<file path="config.mk">
export PLATFORM = sky130hd
export DESIGN_NAME = aes_key_expansion
export DESIGN_NICKNAME = d
export VERILOG_FILES = /design/src/source/aes_key_pkg.sv /design/src/source/aes_key_expansion.sv /design/src/source/aes_round_key_store.sv /design/src/source/aes_word_generator.sv /design/src/source/aes_key_sequencer.sv /design/src/source/aes_sbox.sv
export VERILOG_INCLUDE_DIRS = /design/src
export SDC_FILE = /design/constraint.sdc
export NUM_CORES = 2
export LEC_CHECK = 0
export BUFFER_PORTS_ARGS = -buffer_cell sky130_fd_sc_hd__buf_2
export CAP_MARGIN = 30
export CORE_UTILIZATION = 50
export DETAILED_ROUTE_END_ITERATION = 10
export GPL_TIMING_DRIVEN = 0
export PLACE_DENSITY = 0.74
export SLEW_MARGIN = 10
export SYNTH_ARGS = -nofsm -noshare
export SYNTH_HDL_FRONTEND = slang
export SYNTH_SLANG_ARGS = --single-unit
</file>
<file path="constraint.sdc">
create_clock -name clk -period 21.5 [get_ports clk]
set_input_delay 4.3 -clock clk [delete_from_list [all_inputs] [get_ports clk]]
set_output_delay 4.3 -clock clk [all_outputs]
set_load 0.05 [all_outputs]
</file>
<file path="src/aes_key_cfg.svh">
`ifndef AES_KEY_CFG_SVH
`define AES_KEY_CFG_SVH

// schedule word and key input widths
`define AES_WORD_W      32
`define AES_KEY_W       256

// words in the longest schedule (aes-256)
`define AES_MAX_WORDS   60

`define AES_NK_128      4
`define AES_NK_256      8

`define AES_N_ROUND_128 10
`define AES_N_ROUND_256 14

`define AES_ROUND_W     4

`endif
</file>
<file path="src/source/aes_key_pkg.sv">
`include "aes_key_cfg.svh"

package aes_key_pkg;

    // codes 1 and 3 fall back to aes-128
    typedef enum logic [1:0] {
        KEY_LEN_128 = 2'd0,
        KEY_LEN_256 = 2'd2
    } key_len_e;

    typedef logic [`AES_WORD_W-1:0] key_word_t;

    // word 4r sits in the top bits
    typedef logic [4*`AES_WORD_W-1:0] round_key_t;

    typedef struct packed {
        logic                  init;
        logic [`AES_KEY_W-1:0] key;
        key_len_e              key_len;
    } key_cmd_t;

    typedef enum logic [1:0] {
        KIND_LOAD,
        KIND_ROT_SUB_RCON,
        KIND_SUB_ONLY,
        KIND_PLAIN
    } word_kind_e;

    typedef struct packed {
        logic       valid;
        logic       start;     // first word of a new schedule
        word_kind_e kind;
        logic       nk8;
        logic [5:0] index;
        logic       last;
    } sched_ctl_t;

    typedef struct packed {
        logic       valid;
        logic [5:0] index;
        logic       last;
        key_word_t  word;
    } word_wr_t;

endpackage

</file>
<file path="src/source/aes_key_expansion.sv">
`timescale 1ns/100ps
`include "aes_key_cfg.svh"

module aes_key_expansion (
    input  logic                    clk,
    input  logic                    rst,
    input  logic [`AES_KEY_W-1:0]   key_in,
    input  aes_key_pkg::key_len_e   key_len,
    input  logic                    init,
    input  logic [`AES_ROUND_W-1:0] round,
    output aes_key_pkg::round_key_t round_key,
    output logic                    key_ready,
    output logic [`AES_ROUND_W-1:0] round_num
);
    import aes_key_pkg::*;

    key_cmd_t   cmd;
    sched_ctl_t ctl;
    word_wr_t   wr;

    assign cmd.init    = init;
    assign cmd.key     = key_in;
    assign cmd.key_len = key_len;

    // decode
    aes_key_sequencer i_sequencer (
        .clk       (clk),
        .rst       (rst),
        .cmd       (cmd),
        .ctl       (ctl),
        .round_num (round_num)
    );

    // execute
    aes_word_generator i_word_generator (
        .clk    (clk),
        .rst    (rst),
        .key_in (key_in),
        .ctl    (ctl),
        .wr     (wr)
    );

    // result
    aes_round_key_store i_round_key_store (
        .clk       (clk),
        .rst       (rst),
        .wr        (wr),
        .round     (round),
        .round_key (round_key),
        .key_ready (key_ready)
    );

endmodule

</file>
<file path="src/source/aes_round_key_store.sv">
`timescale 1ns/100ps
`include "aes_key_cfg.svh"

module aes_round_key_store (
    input  logic                    clk,
    input  logic                    rst,
    input  aes_key_pkg::word_wr_t   wr,
    input  logic [`AES_ROUND_W-1:0] round,
    output aes_key_pkg::round_key_t round_key,
    output logic                    key_ready
);
    import aes_key_pkg::*;

    key_word_t               mem [`AES_MAX_WORDS];
    logic                    ready_q;
    logic [`AES_ROUND_W-1:0] max_round;
    logic [5:0]              base;

    assign base = {round, 2'b00};

    always_ff @(posedge clk) begin
        if (wr.valid) begin
            mem[wr.index] <= wr.word;
        end
    end

    always_ff @(posedge clk) begin
        if (rst) begin
            ready_q   <= 1'b0;
            max_round <= '0;
        end else if (wr.valid) begin
            if (wr.last) begin
                ready_q   <= 1'b1;
                max_round <= wr.index[5:2];  // 43 -> 10, 59 -> 14
            end else if (wr.index == 6'd0) begin
                ready_q <= 1'b0;
            end
        end
    end

    // drops as soon as a new schedule is in flight
    assign key_ready = ready_q && !wr.valid;

    always_comb begin
        if (key_ready && round <= max_round) begin
            round_key = {mem[base], mem[base + 6'd1], mem[base + 6'd2], mem[base + 6'd3]};
        end else begin
            round_key = '0;
        end
    end

    a_index_in_range: assert property (
        @(posedge clk) disable iff (rst)
        wr.valid |-> (wr.index < `AES_MAX_WORDS)
    );

endmodule

</file>
<file path="src/source/aes_word_generator.sv">
`timescale 1ns/100ps
`include "aes_key_cfg.svh"

module aes_word_generator (
    input  logic                    clk,
    input  logic                    rst,
    input  logic [`AES_KEY_W-1:0]   key_in,
    input  aes_key_pkg::sched_ctl_t ctl,
    output aes_key_pkg::word_wr_t   wr
);
    import aes_key_pkg::*;

    logic [`AES_KEY_W-1:0] key_q;
    key_word_t             hist [8];   // hist[0] is the newest word
    logic [7:0]            rcon;
    key_word_t             prev;
    key_word_t             back_nk;
    key_word_t             load_word;
    key_word_t             sub_in;
    key_word_t             sub_out;
    key_word_t             mixed;
    key_word_t             next_word;

    assign prev    = hist[0];
    assign back_nk = ctl.nk8 ? hist[7] : hist[3];

    assign load_word = key_q[`AES_KEY_W - 1 - `AES_WORD_W * ctl.index[2:0] -: `AES_WORD_W];

    // rotword ahead of the shared sbox
    assign sub_in = (ctl.kind == KIND_ROT_SUB_RCON)
                  ? {prev[`AES_WORD_W-9:0], prev[`AES_WORD_W-1 -: 8]}
                  : prev;

    aes_sbox i_sbox (
        .word_in  (sub_in),
        .word_out (sub_out)
    );

    always_comb begin
        case (ctl.kind)
            KIND_ROT_SUB_RCON: mixed = sub_out ^ {rcon, {(`AES_WORD_W - 8){1'b0}}};
            KIND_SUB_ONLY:     mixed = sub_out;
            default:           mixed = prev;
        endcase
        next_word = (ctl.kind == KIND_LOAD) ? load_word : (mixed ^ back_nk);
    end

    // key follows the input until the schedule starts
    always_ff @(posedge clk) begin
        if (!ctl.valid) begin
            key_q <= key_in;
        end
    end

    always_ff @(posedge clk) begin
        if (rst) begin
            rcon <= 8'h01;
        end else if (ctl.start) begin
            rcon <= 8'h01;
        end else if (ctl.valid && ctl.kind == KIND_ROT_SUB_RCON) begin
            rcon <= {rcon[6:0], 1'b0} ^ (rcon[7] ? 8'h1b : 8'h00);  // xtime
        end
    end

    always_ff @(posedge clk) begin
        if (ctl.valid) begin
            hist[0] <= next_word;
            for (int i = 1; i < 8; i++) begin
                hist[i] <= hist[i-1];
            end
        end
    end

    always_ff @(posedge clk) begin
        if (rst) begin
            wr.valid <= 1'b0;
        end else begin
            wr.valid <= ctl.valid;
        end
        wr.index <= ctl.index;
        wr.last  <= ctl.last;
        wr.word  <= next_word;
    end

    a_quiet_after_reset: assert property (
        @(posedge clk) rst |=> !wr.valid && !ctl.valid
    );

endmodule

</file>
<file path="src/source/aes_key_sequencer.sv">
`timescale 1ns/100ps
`include "aes_key_cfg.svh"

module aes_key_sequencer (
    input  logic                    clk,
    input  logic                    rst,
    input  aes_key_pkg::key_cmd_t   cmd,
    output aes_key_pkg::sched_ctl_t ctl,
    output logic [`AES_ROUND_W-1:0] round_num
);
    import aes_key_pkg::*;

    typedef enum logic [1:0] {
        ST_IDLE,
        ST_EXPAND,
        ST_DONE
    } state_e;

    state_e     state;
    logic [5:0] idx;
    logic       nk8_q;     // latched key length, 8-word key
    logic [5:0] last_idx;
    logic [5:0] nk;
    logic       is_load;
    logic       is_rcon;
    logic       is_sub;

    assign nk       = nk8_q ? 6'(`AES_NK_256) : 6'(`AES_NK_128);
    assign last_idx = nk8_q ? 6'(`AES_MAX_WORDS - 1)
                            : 6'(`AES_NK_128 * (`AES_N_ROUND_128 + 1) - 1);

    assign is_load = idx < nk;
    assign is_rcon = nk8_q ? (idx[2:0] == 3'd0) : (idx[1:0] == 2'd0);
    assign is_sub  = nk8_q && (idx[2:0] == 3'd4);  // aes-256 only

    assign round_num = nk8_q ? `AES_ROUND_W'(`AES_N_ROUND_256)
                             : `AES_ROUND_W'(`AES_N_ROUND_128);

    always_comb begin
        ctl.valid = (state == ST_EXPAND);
        ctl.start = ctl.valid && (idx == 6'd0);
        ctl.nk8   = nk8_q;
        ctl.index = idx;
        ctl.last  = ctl.valid && (idx == last_idx);
        if (is_load) begin
            ctl.kind = KIND_LOAD;
        end else if (is_rcon) begin
            ctl.kind = KIND_ROT_SUB_RCON;
        end else if (is_sub) begin
            ctl.kind = KIND_SUB_ONLY;
        end else begin
            ctl.kind = KIND_PLAIN;
        end
    end

    always_ff @(posedge clk) begin
        if (rst) begin
            state <= ST_IDLE;
            idx   <= '0;
            nk8_q <= 1'b0;
        end else begin
            case (state)
                ST_IDLE: begin
                    if (cmd.init) begin
                        state <= ST_EXPAND;
                        idx   <= '0;
                        nk8_q <= (cmd.key_len == KEY_LEN_256);
                    end
                end
                ST_EXPAND: begin
                    idx <= idx + 6'd1;
                    if (idx == last_idx) begin
                        state <= ST_DONE;
                    end
                end
                ST_DONE: begin
                    state <= ST_IDLE;  // one spare cycle before next init
                end
                default: begin
                    state <= ST_IDLE;
                end
            endcase
        end
    end

    // load words form one unbroken run from the start of a schedule
    a_load_only_in_key: assert property (
        @(posedge clk) disable iff (rst)
        ctl.valid && (ctl.kind == KIND_LOAD) && !ctl.start
            |-> $past(ctl.valid && (ctl.kind == KIND_LOAD))
    );

endmodule

</file>
<file path="src/source/aes_sbox.sv">
`timescale 1ns/100ps

module aes_sbox (
    input  aes_key_pkg::key_word_t word_in,
    output aes_key_pkg::key_word_t word_out
);
    import aes_key_pkg::*;

    function automatic logic [7:0] gf_mul(input logic [7:0] a, input logic [7:0] b);
        logic [7:0] acc;
        logic [7:0] sh;
        acc = 8'h00;
        sh  = a;
        for (int i = 0; i < 8; i++) begin
            if (b[i]) begin
                acc = acc ^ sh;
            end
            sh = {sh[6:0], 1'b0} ^ (sh[7] ? 8'h1b : 8'h00);
        end
        return acc;
    endfunction

    // inverse as x^254, zero maps to zero
    function automatic logic [7:0] gf_inv(input logic [7:0] x);
        logic [7:0] x2;
        logic [7:0] x3;
        logic [7:0] x12;
        logic [7:0] x15;
        logic [7:0] x240;
        x2   = gf_mul(x, x);
        x3   = gf_mul(x2, x);
        x12  = gf_mul(gf_mul(x3, x3), gf_mul(x3, x3));
        x15  = gf_mul(x12, x3);
        x240 = gf_mul(x15, x15);      // x^30
        x240 = gf_mul(x240, x240);    // x^60
        x240 = gf_mul(x240, x240);    // x^120
        x240 = gf_mul(x240, x240);
        return gf_mul(gf_mul(x240, x12), x2);
    endfunction

    function automatic logic [7:0] rotl8(input logic [7:0] v, input int n);
        return (v << n) | (v >> (8 - n));
    endfunction

    function automatic logic [7:0] sub_byte(input logic [7:0] x);
        logic [7:0] b;
        b = gf_inv(x);
        return b ^ rotl8(b, 1) ^ rotl8(b, 2) ^ rotl8(b, 3) ^ rotl8(b, 4) ^ 8'h63;
    endfunction

    always_comb begin
        for (int i = 0; i < 4; i++) begin
            word_out[8*i +: 8] = sub_byte(word_in[8*i +: 8]);
        end
    end

endmodule

</file>
# After elaboration in Yosys (flattened, before gate mapping)
# Memories as Yosys holds them, arrays and structs flattened.
# Index checks and enable logic that the tools add are counted.
totals:
  out_inout_bits: 133
  romBits: 0
  memories: 2
  ff_bits: 318
  mem_bits_rw: 2176
  inputBits: 265
  latchBits: 0
  elab_cells: 1389
classes:
  n_eq_ne: 8
  mul: 0
  reduce_logical: 21
  n_lt_le_gt_ge: 2
  bitwise_logic: 655
  n_shift: 1
  n_div: 0
  mux: 684
  add_sub_neg: 5
memory_table:
  columns: ["memory", "depth", "word_bits", "read_ports", "rd_ports_with_merged_regs", "write_ports", "line", "text"]
  rows:
  - ["i_round_key_store.mem", 60, 32, 4, 0, 1, "aes_round_key_store.sv:14", "key_word_t mem [`AES_MAX_WORDS];"]
  - ["i_word_generator.hist", 8, 32, 8, 0, 8, "aes_word_generator.sv:14", "key_word_t hist [8];"]
ops:
  columns: ["cell", "n"]
  rows:
  - ["8-bit two-way mux", 352]
  - ["8-bit bitwise XOR", 325]
  - ["8-bit by 5-bit bitwise XOR with 8-bit output", 308]
  - ["5-bit two-way mux", 310]
  - ["287-bit by 33-bit indexed part select with 32-bit output", 1]
  - ["128-bit two-way mux", 1]
  - ["32-bit two-way mux", 3]
  - ["32-bit one-hot mux with 2 select lines", 1]
  - ["32-bit bitwise XOR", 2]
  - ["8-bit by 1-bit bitwise OR with 8-bit output", 4]
  - ["8-bit by 2-bit bitwise OR with 8-bit output", 4]
  - ["8-bit by 3-bit bitwise OR with 8-bit output", 4]
  - ["8-bit by 4-bit bitwise OR with 8-bit output", 4]
  - ["4-bit inverter", 4]
  - ["6-bit by 1-bit adder with 6-bit output (second input constant)", 2]
  - ["6-bit by 2-bit adder with 6-bit output (second input constant)", 2]
  - ["6-bit zero test", 2]
  - ["6-bit one-hot mux with 2 select lines", 1]
  - ["2-bit AND reduction", 5]
  - ["8-bit by 8-bit subtractor with 9-bit output (first input constant)", 1]
  - ["1-bit two-way mux", 8]
  - ["2-bit two-way mux", 4]
  - ["6-bit equality test", 1]
  - ["1-bit logical AND", 6]
  - ["other kinds (15)", 21]

# Logic depth before layout (Yosys ltp)
logic_depth:
  word_depth: 193
  ltp_mapped: 96
  ltp_nobuf: 81

# Hierarchy
# A second synthesis with hierarchy kept.
hier_totals:
  cells_unflattened: 10661
  hier_area_um2: 140021.8
modules_own_cells:
  columns: ["mod", "area_per_inst_um2", "cells_each", "instances", "seq_area_each_um2"]
  rows:
  - ["aes_round_key_store", 74438.9, 3848, 1, 57755.4]
  - ["aes_sbox", 44562.7, 5779, 1, 0.0]
  - ["aes_word_generator", 20463.4, 963, 1, 16335.7]
  - ["aes_key_sequencer", 556.8, 71, 1, 180.2]

# Worst setup path before layout
# OpenSTA, ideal clock, no wires.
synth_path:
  path_kind: "reg2reg"
  start: "reg i_sequencer.idx[0]"
  end: "mem i_word_generator.hist[0][8] in the netlist's numbering (data pin)"
  slack_ps: -487
  required_time_ps: 21224
  t_arrival_ps: 21711
  path_stages_with_launch: 93
  synth_period_minus_slack_ps: 21987
  path_buffers: 20
  setup_ps: 276
  cell_sequence: "dfxtp_1 clkbuf_1 buf_1 buf_1 inv_1 ha_1 a31oi_1 ha_1 buf_4 buf_6 buf_6 buf_6 buf_6 buf_6 buf_6 buf_4 buf_2 buf_1 (+57 left out) xnor2_2 nor2_1 xnor3_1 xnor2_1 xnor3_1 xor2_1 xor2_1 or3b_1 nor3b_1 xnor2_1 xnor2_1 xnor2_2 xnor2_2 xor2_1 a22oi_1 xor2_1 nor2_1 a21oi_1"
synth_rtl:
  columns: ["element", "line", "text"]
  rows:
  - ["start, declared", "aes_key_sequencer.sv:20", "logic [5:0] idx;"]
  - ["start signal, assigned", "aes_key_sequencer.sv:71", "idx <= idx + 6'd1;"]
  - ["end, declared", "aes_word_generator.sv:14", null]

==> qor.yml <==
global_routing:
  grt_pass1_vias: 93100
  antenna_found_initial: 34
  grt_pass1_wl_um: 600000
  overflow: 0
  grt_max_degree: 94
  grt_usage_pct: 28.6
run_status:
  outcome: "complete, no violations"
clock_tree:
  clockBufferDepth: 4
  cts.sinks: 2494
  worst_skew_pair.late_latency_ns: 1.00
  htreeDepth: 4
  cts_buffers: 241
  holdBufCountCts: 0
  clk_pin_slew_worst_paths_ns: 0.07
  cts-root-buf: "clkbuf_16"
  cts_tree: "done"
timing:
  skew_ns: 0.171
  tightest_slew_ns: 1.08
  max_freq_mhz: 47.7
  setup_tns_ns: 0
  min_period_over_period_pct: 97.4
  hold_viol_final: 0
  finalSetupViolCount: 0
  maxSlewViolCount: 0
  fin_crit_ns: 20.95
  relSlewSlack_pct: 28.0
detailed_routing:
  drtIter0Drc: 11200
  num_vias: 93800
  viasPerCell: 6.17
  dr.pass1.iters: 6
  wire_per_inst_um: 27.5
  drtAntennaViolNets: 0
  routed_wl_um: 418000
  drc: 0
worst_setup_path:
  reg2regPathDepth: 92
  crit_path_frequent_cell: "buf_8"
  cpPeakStageDelay_ns: 0.50
  crit_type: "flop to flop"
  r2r-start: "i_sequencer.nk8_q"
  crit_required_ns: 22.13
  cp_max_fo: 19
  start_kind: "flop"
  cp_slowest_cell: "xnor3_2"
  rr_endpoint: "i_word_generator.hist[0][8]"
  cp-end-kind: "flop"
  reg2reg_slack_ns: 0.55
  arrival_ns: 21.57
synthesis:
  synth-warning-count: 0
  synth_seq_cells: 2494
  yosys.cell_types.count: 128
  avgSynthCellArea_um2: 13.8
  yosysTopAreaCell: "edfxtp_1"
  synthesis.area_mm2: 0.140
  synthFlopType: "edfxtp_1"
  synth_seq_area_share_pct: 53.1
  synthCells: 10100
  synthTopCellsByArea: "edfxtp_1 (52%), mux4_2 (9.1%), xnor2_1 (7.8%)"
  synth-edff-count: 2432
  synth_top_cell_area_share_pct: 52.2
  ys_async_sr_fraction_pct: 0
job:
  cap_violations: 0
cells_and_area:
  final_common_cell: "edfxtp_1"
  finalNetCount: 11600
  layout_common_cells: "edfxtp_1 (2432), xnor2_1 (1032), nor2_1 (829)"
  area_delta_synth_final_pct: 18.9
  drive_gt1_share_pct: 26.2
placement:
  place_hpwl_um: 280000
  numPortBuffers: 392
  place_congestion: 0.943
min_path:
  hp-class: "flop to flop"
  hp-start: "i_word_generator.hist[1][21]"
  holdPathStages: 0
  min_to: "i_word_generator.hist[1][53]"
die:
  initial_utilization_pct: 50.4
  num_rows: 193
  die_w_um: 531
  io_pins: 398
  coreArea_mm2: 0.277
  dieArea_mm2: 0.282
  chipHeight_um: 531
==> layout make-up <==
class / instances / area, um^2
fillers: 20300 / 111000
flip-flops and latches: 2494 / 74300
multi-input cells: 6930 / 67700
repair buffers: 904 / 7820
clock buffers: 307 / 6480
well taps: 3705 / 4640
plain buffers: 606 / 3070
clock inverters: 140 / 1670
inverters: 104 / 405
diodes: 4 / 10.0
==> cell usage after synthesis, types with 54 or more instances <==
cell type and number:
clkbuf_1 355, mux2i_1 432, inv_1 84, a211oi_1 83
xor2_1 421, edfxtp_1 2432, nor2b_1 90, nand2_1 743
dfxtp_1 62, nor3_1 123, xnor3_1 305, nand2b_1 72
buf_1 93, nand3_1 135, xnor2_2 80, mux2_2 68
mux4_2 567, o22ai_1 71, a21oi_1 260, a22oi_1 54
xnor2_1 1245, and3_1 150, nor2_1 897, o21ai_0 317
buf_2 118
==> flip-flops by register name, summed over array words and instances (netlist names) <==
signal / count
i_round_key_store.mem: 1920
i_sequencer.nk8_q: 1
i_round_key_store.ready_q: 1
i_round_key_store.max_round: 4
i_word_generator.rcon: 8
i_word_generator.key_q: 256
i_sequencer.idx: 6
i_sequencer.state: 2
i_word_generator.wr: 40
i_word_generator.hist: 256
==> critical path, delay by kind of cell, from the launching register on <==
| family | cells | cell delay [ns] |
|---|---|---|
| adder cells (fa/ha/maj) | 7 | 1.97 |
| flip-flops | 1 | 0.36 |
| XOR/XNOR | 30 | 7.81 |
| AND/OR/NAND/NOR | 13 | 2.85 |
| buffers and inverters | 23 | 3.47 |
| multiplexers | 2 | 0.46 |
| AO/OA/AOI/OAI | 17 | 3.62 |
==> routing by layer <==
metal  GRT usage, %  part of all wire (%)  wire length, um  vias up
li1               -                     -                -    40100
met1           36.1                    36           149000    46700
met2           47.9                    49           203000     5896
met3           4.41                    10            41700     1115
met4           14.6                   5.7            23900       18
met5              0                 0.026              110        -
==> cells by family (layout without fill, tap and decap cells) <==
| family | after synthesis | count (layout) | synth area share [%] |
|---|---|---|---|
| flip-flops | 2494 | 2494 | 53.1 |
| AND/OR/NAND/NOR | 2439 | 2439 | 7.88 |
| XOR/XNOR | 2139 | 2139 | 17.7 |
| AO/OA/AOI/OAI | 1227 | 1227 | 5.78 |
| multiplexers | 1082 | 1082 | 12.9 |
| buffers and inverters | 723 | 2061 | 2.23 |
| adder cells (fa/ha/maj) | 40 | 40 | 0.354 |
| other | 2 | 7 | 0.00537 |
==> what timing repair did <==
item                                    in CTS  in global routing
pin swaps                                  117                164
endpoints found under the setup margin      64                 64
buffers inserted                           142                195
hold endpoints to repair                     0                  0
resized for setup                          521                389
==> worst max-delay path by stage <==
stage | endpoint | from | depth (start not counted)
after floorplan | i_word_generator.hist[0][4] | i_sequencer.nk8_q | 85
after global placement | i_word_generator.hist[0][11] | i_sequencer.idx[1] | 92
after detailed placement | i_word_generator.hist[0][11] | i_sequencer.idx[0] | 93
after CTS | i_word_generator.hist[0][30] | i_sequencer.nk8_q | 85
after global routing | i_word_generator.hist[0][8] | i_sequencer.nk8_q | 92
final | i_word_generator.hist[0][8] | i_sequencer.nk8_q | 92
==> metrics by stage <==
stage          worst slack [ns]  cells  hold slack (ns)  area (um^2)  utilization, %
2_1_floorplan            0.0368  10100            0.329       140000               -
3_3_place_gp              -6.94  14200            0.342       146000            52.8
3_5_place_dp              -7.05  14400            0.364       150000            54.1
4_1_cts                 0.00301  15000            0.301       162000            58.5
5_1_grt                  -0.209  15200            0.305       166000            59.9
6_report                  0.554  15200            0.296       166000            59.9
Power is not shown: default switching activity piles up to over one toggle a cycle in this logic, so the estimate is an artifact.
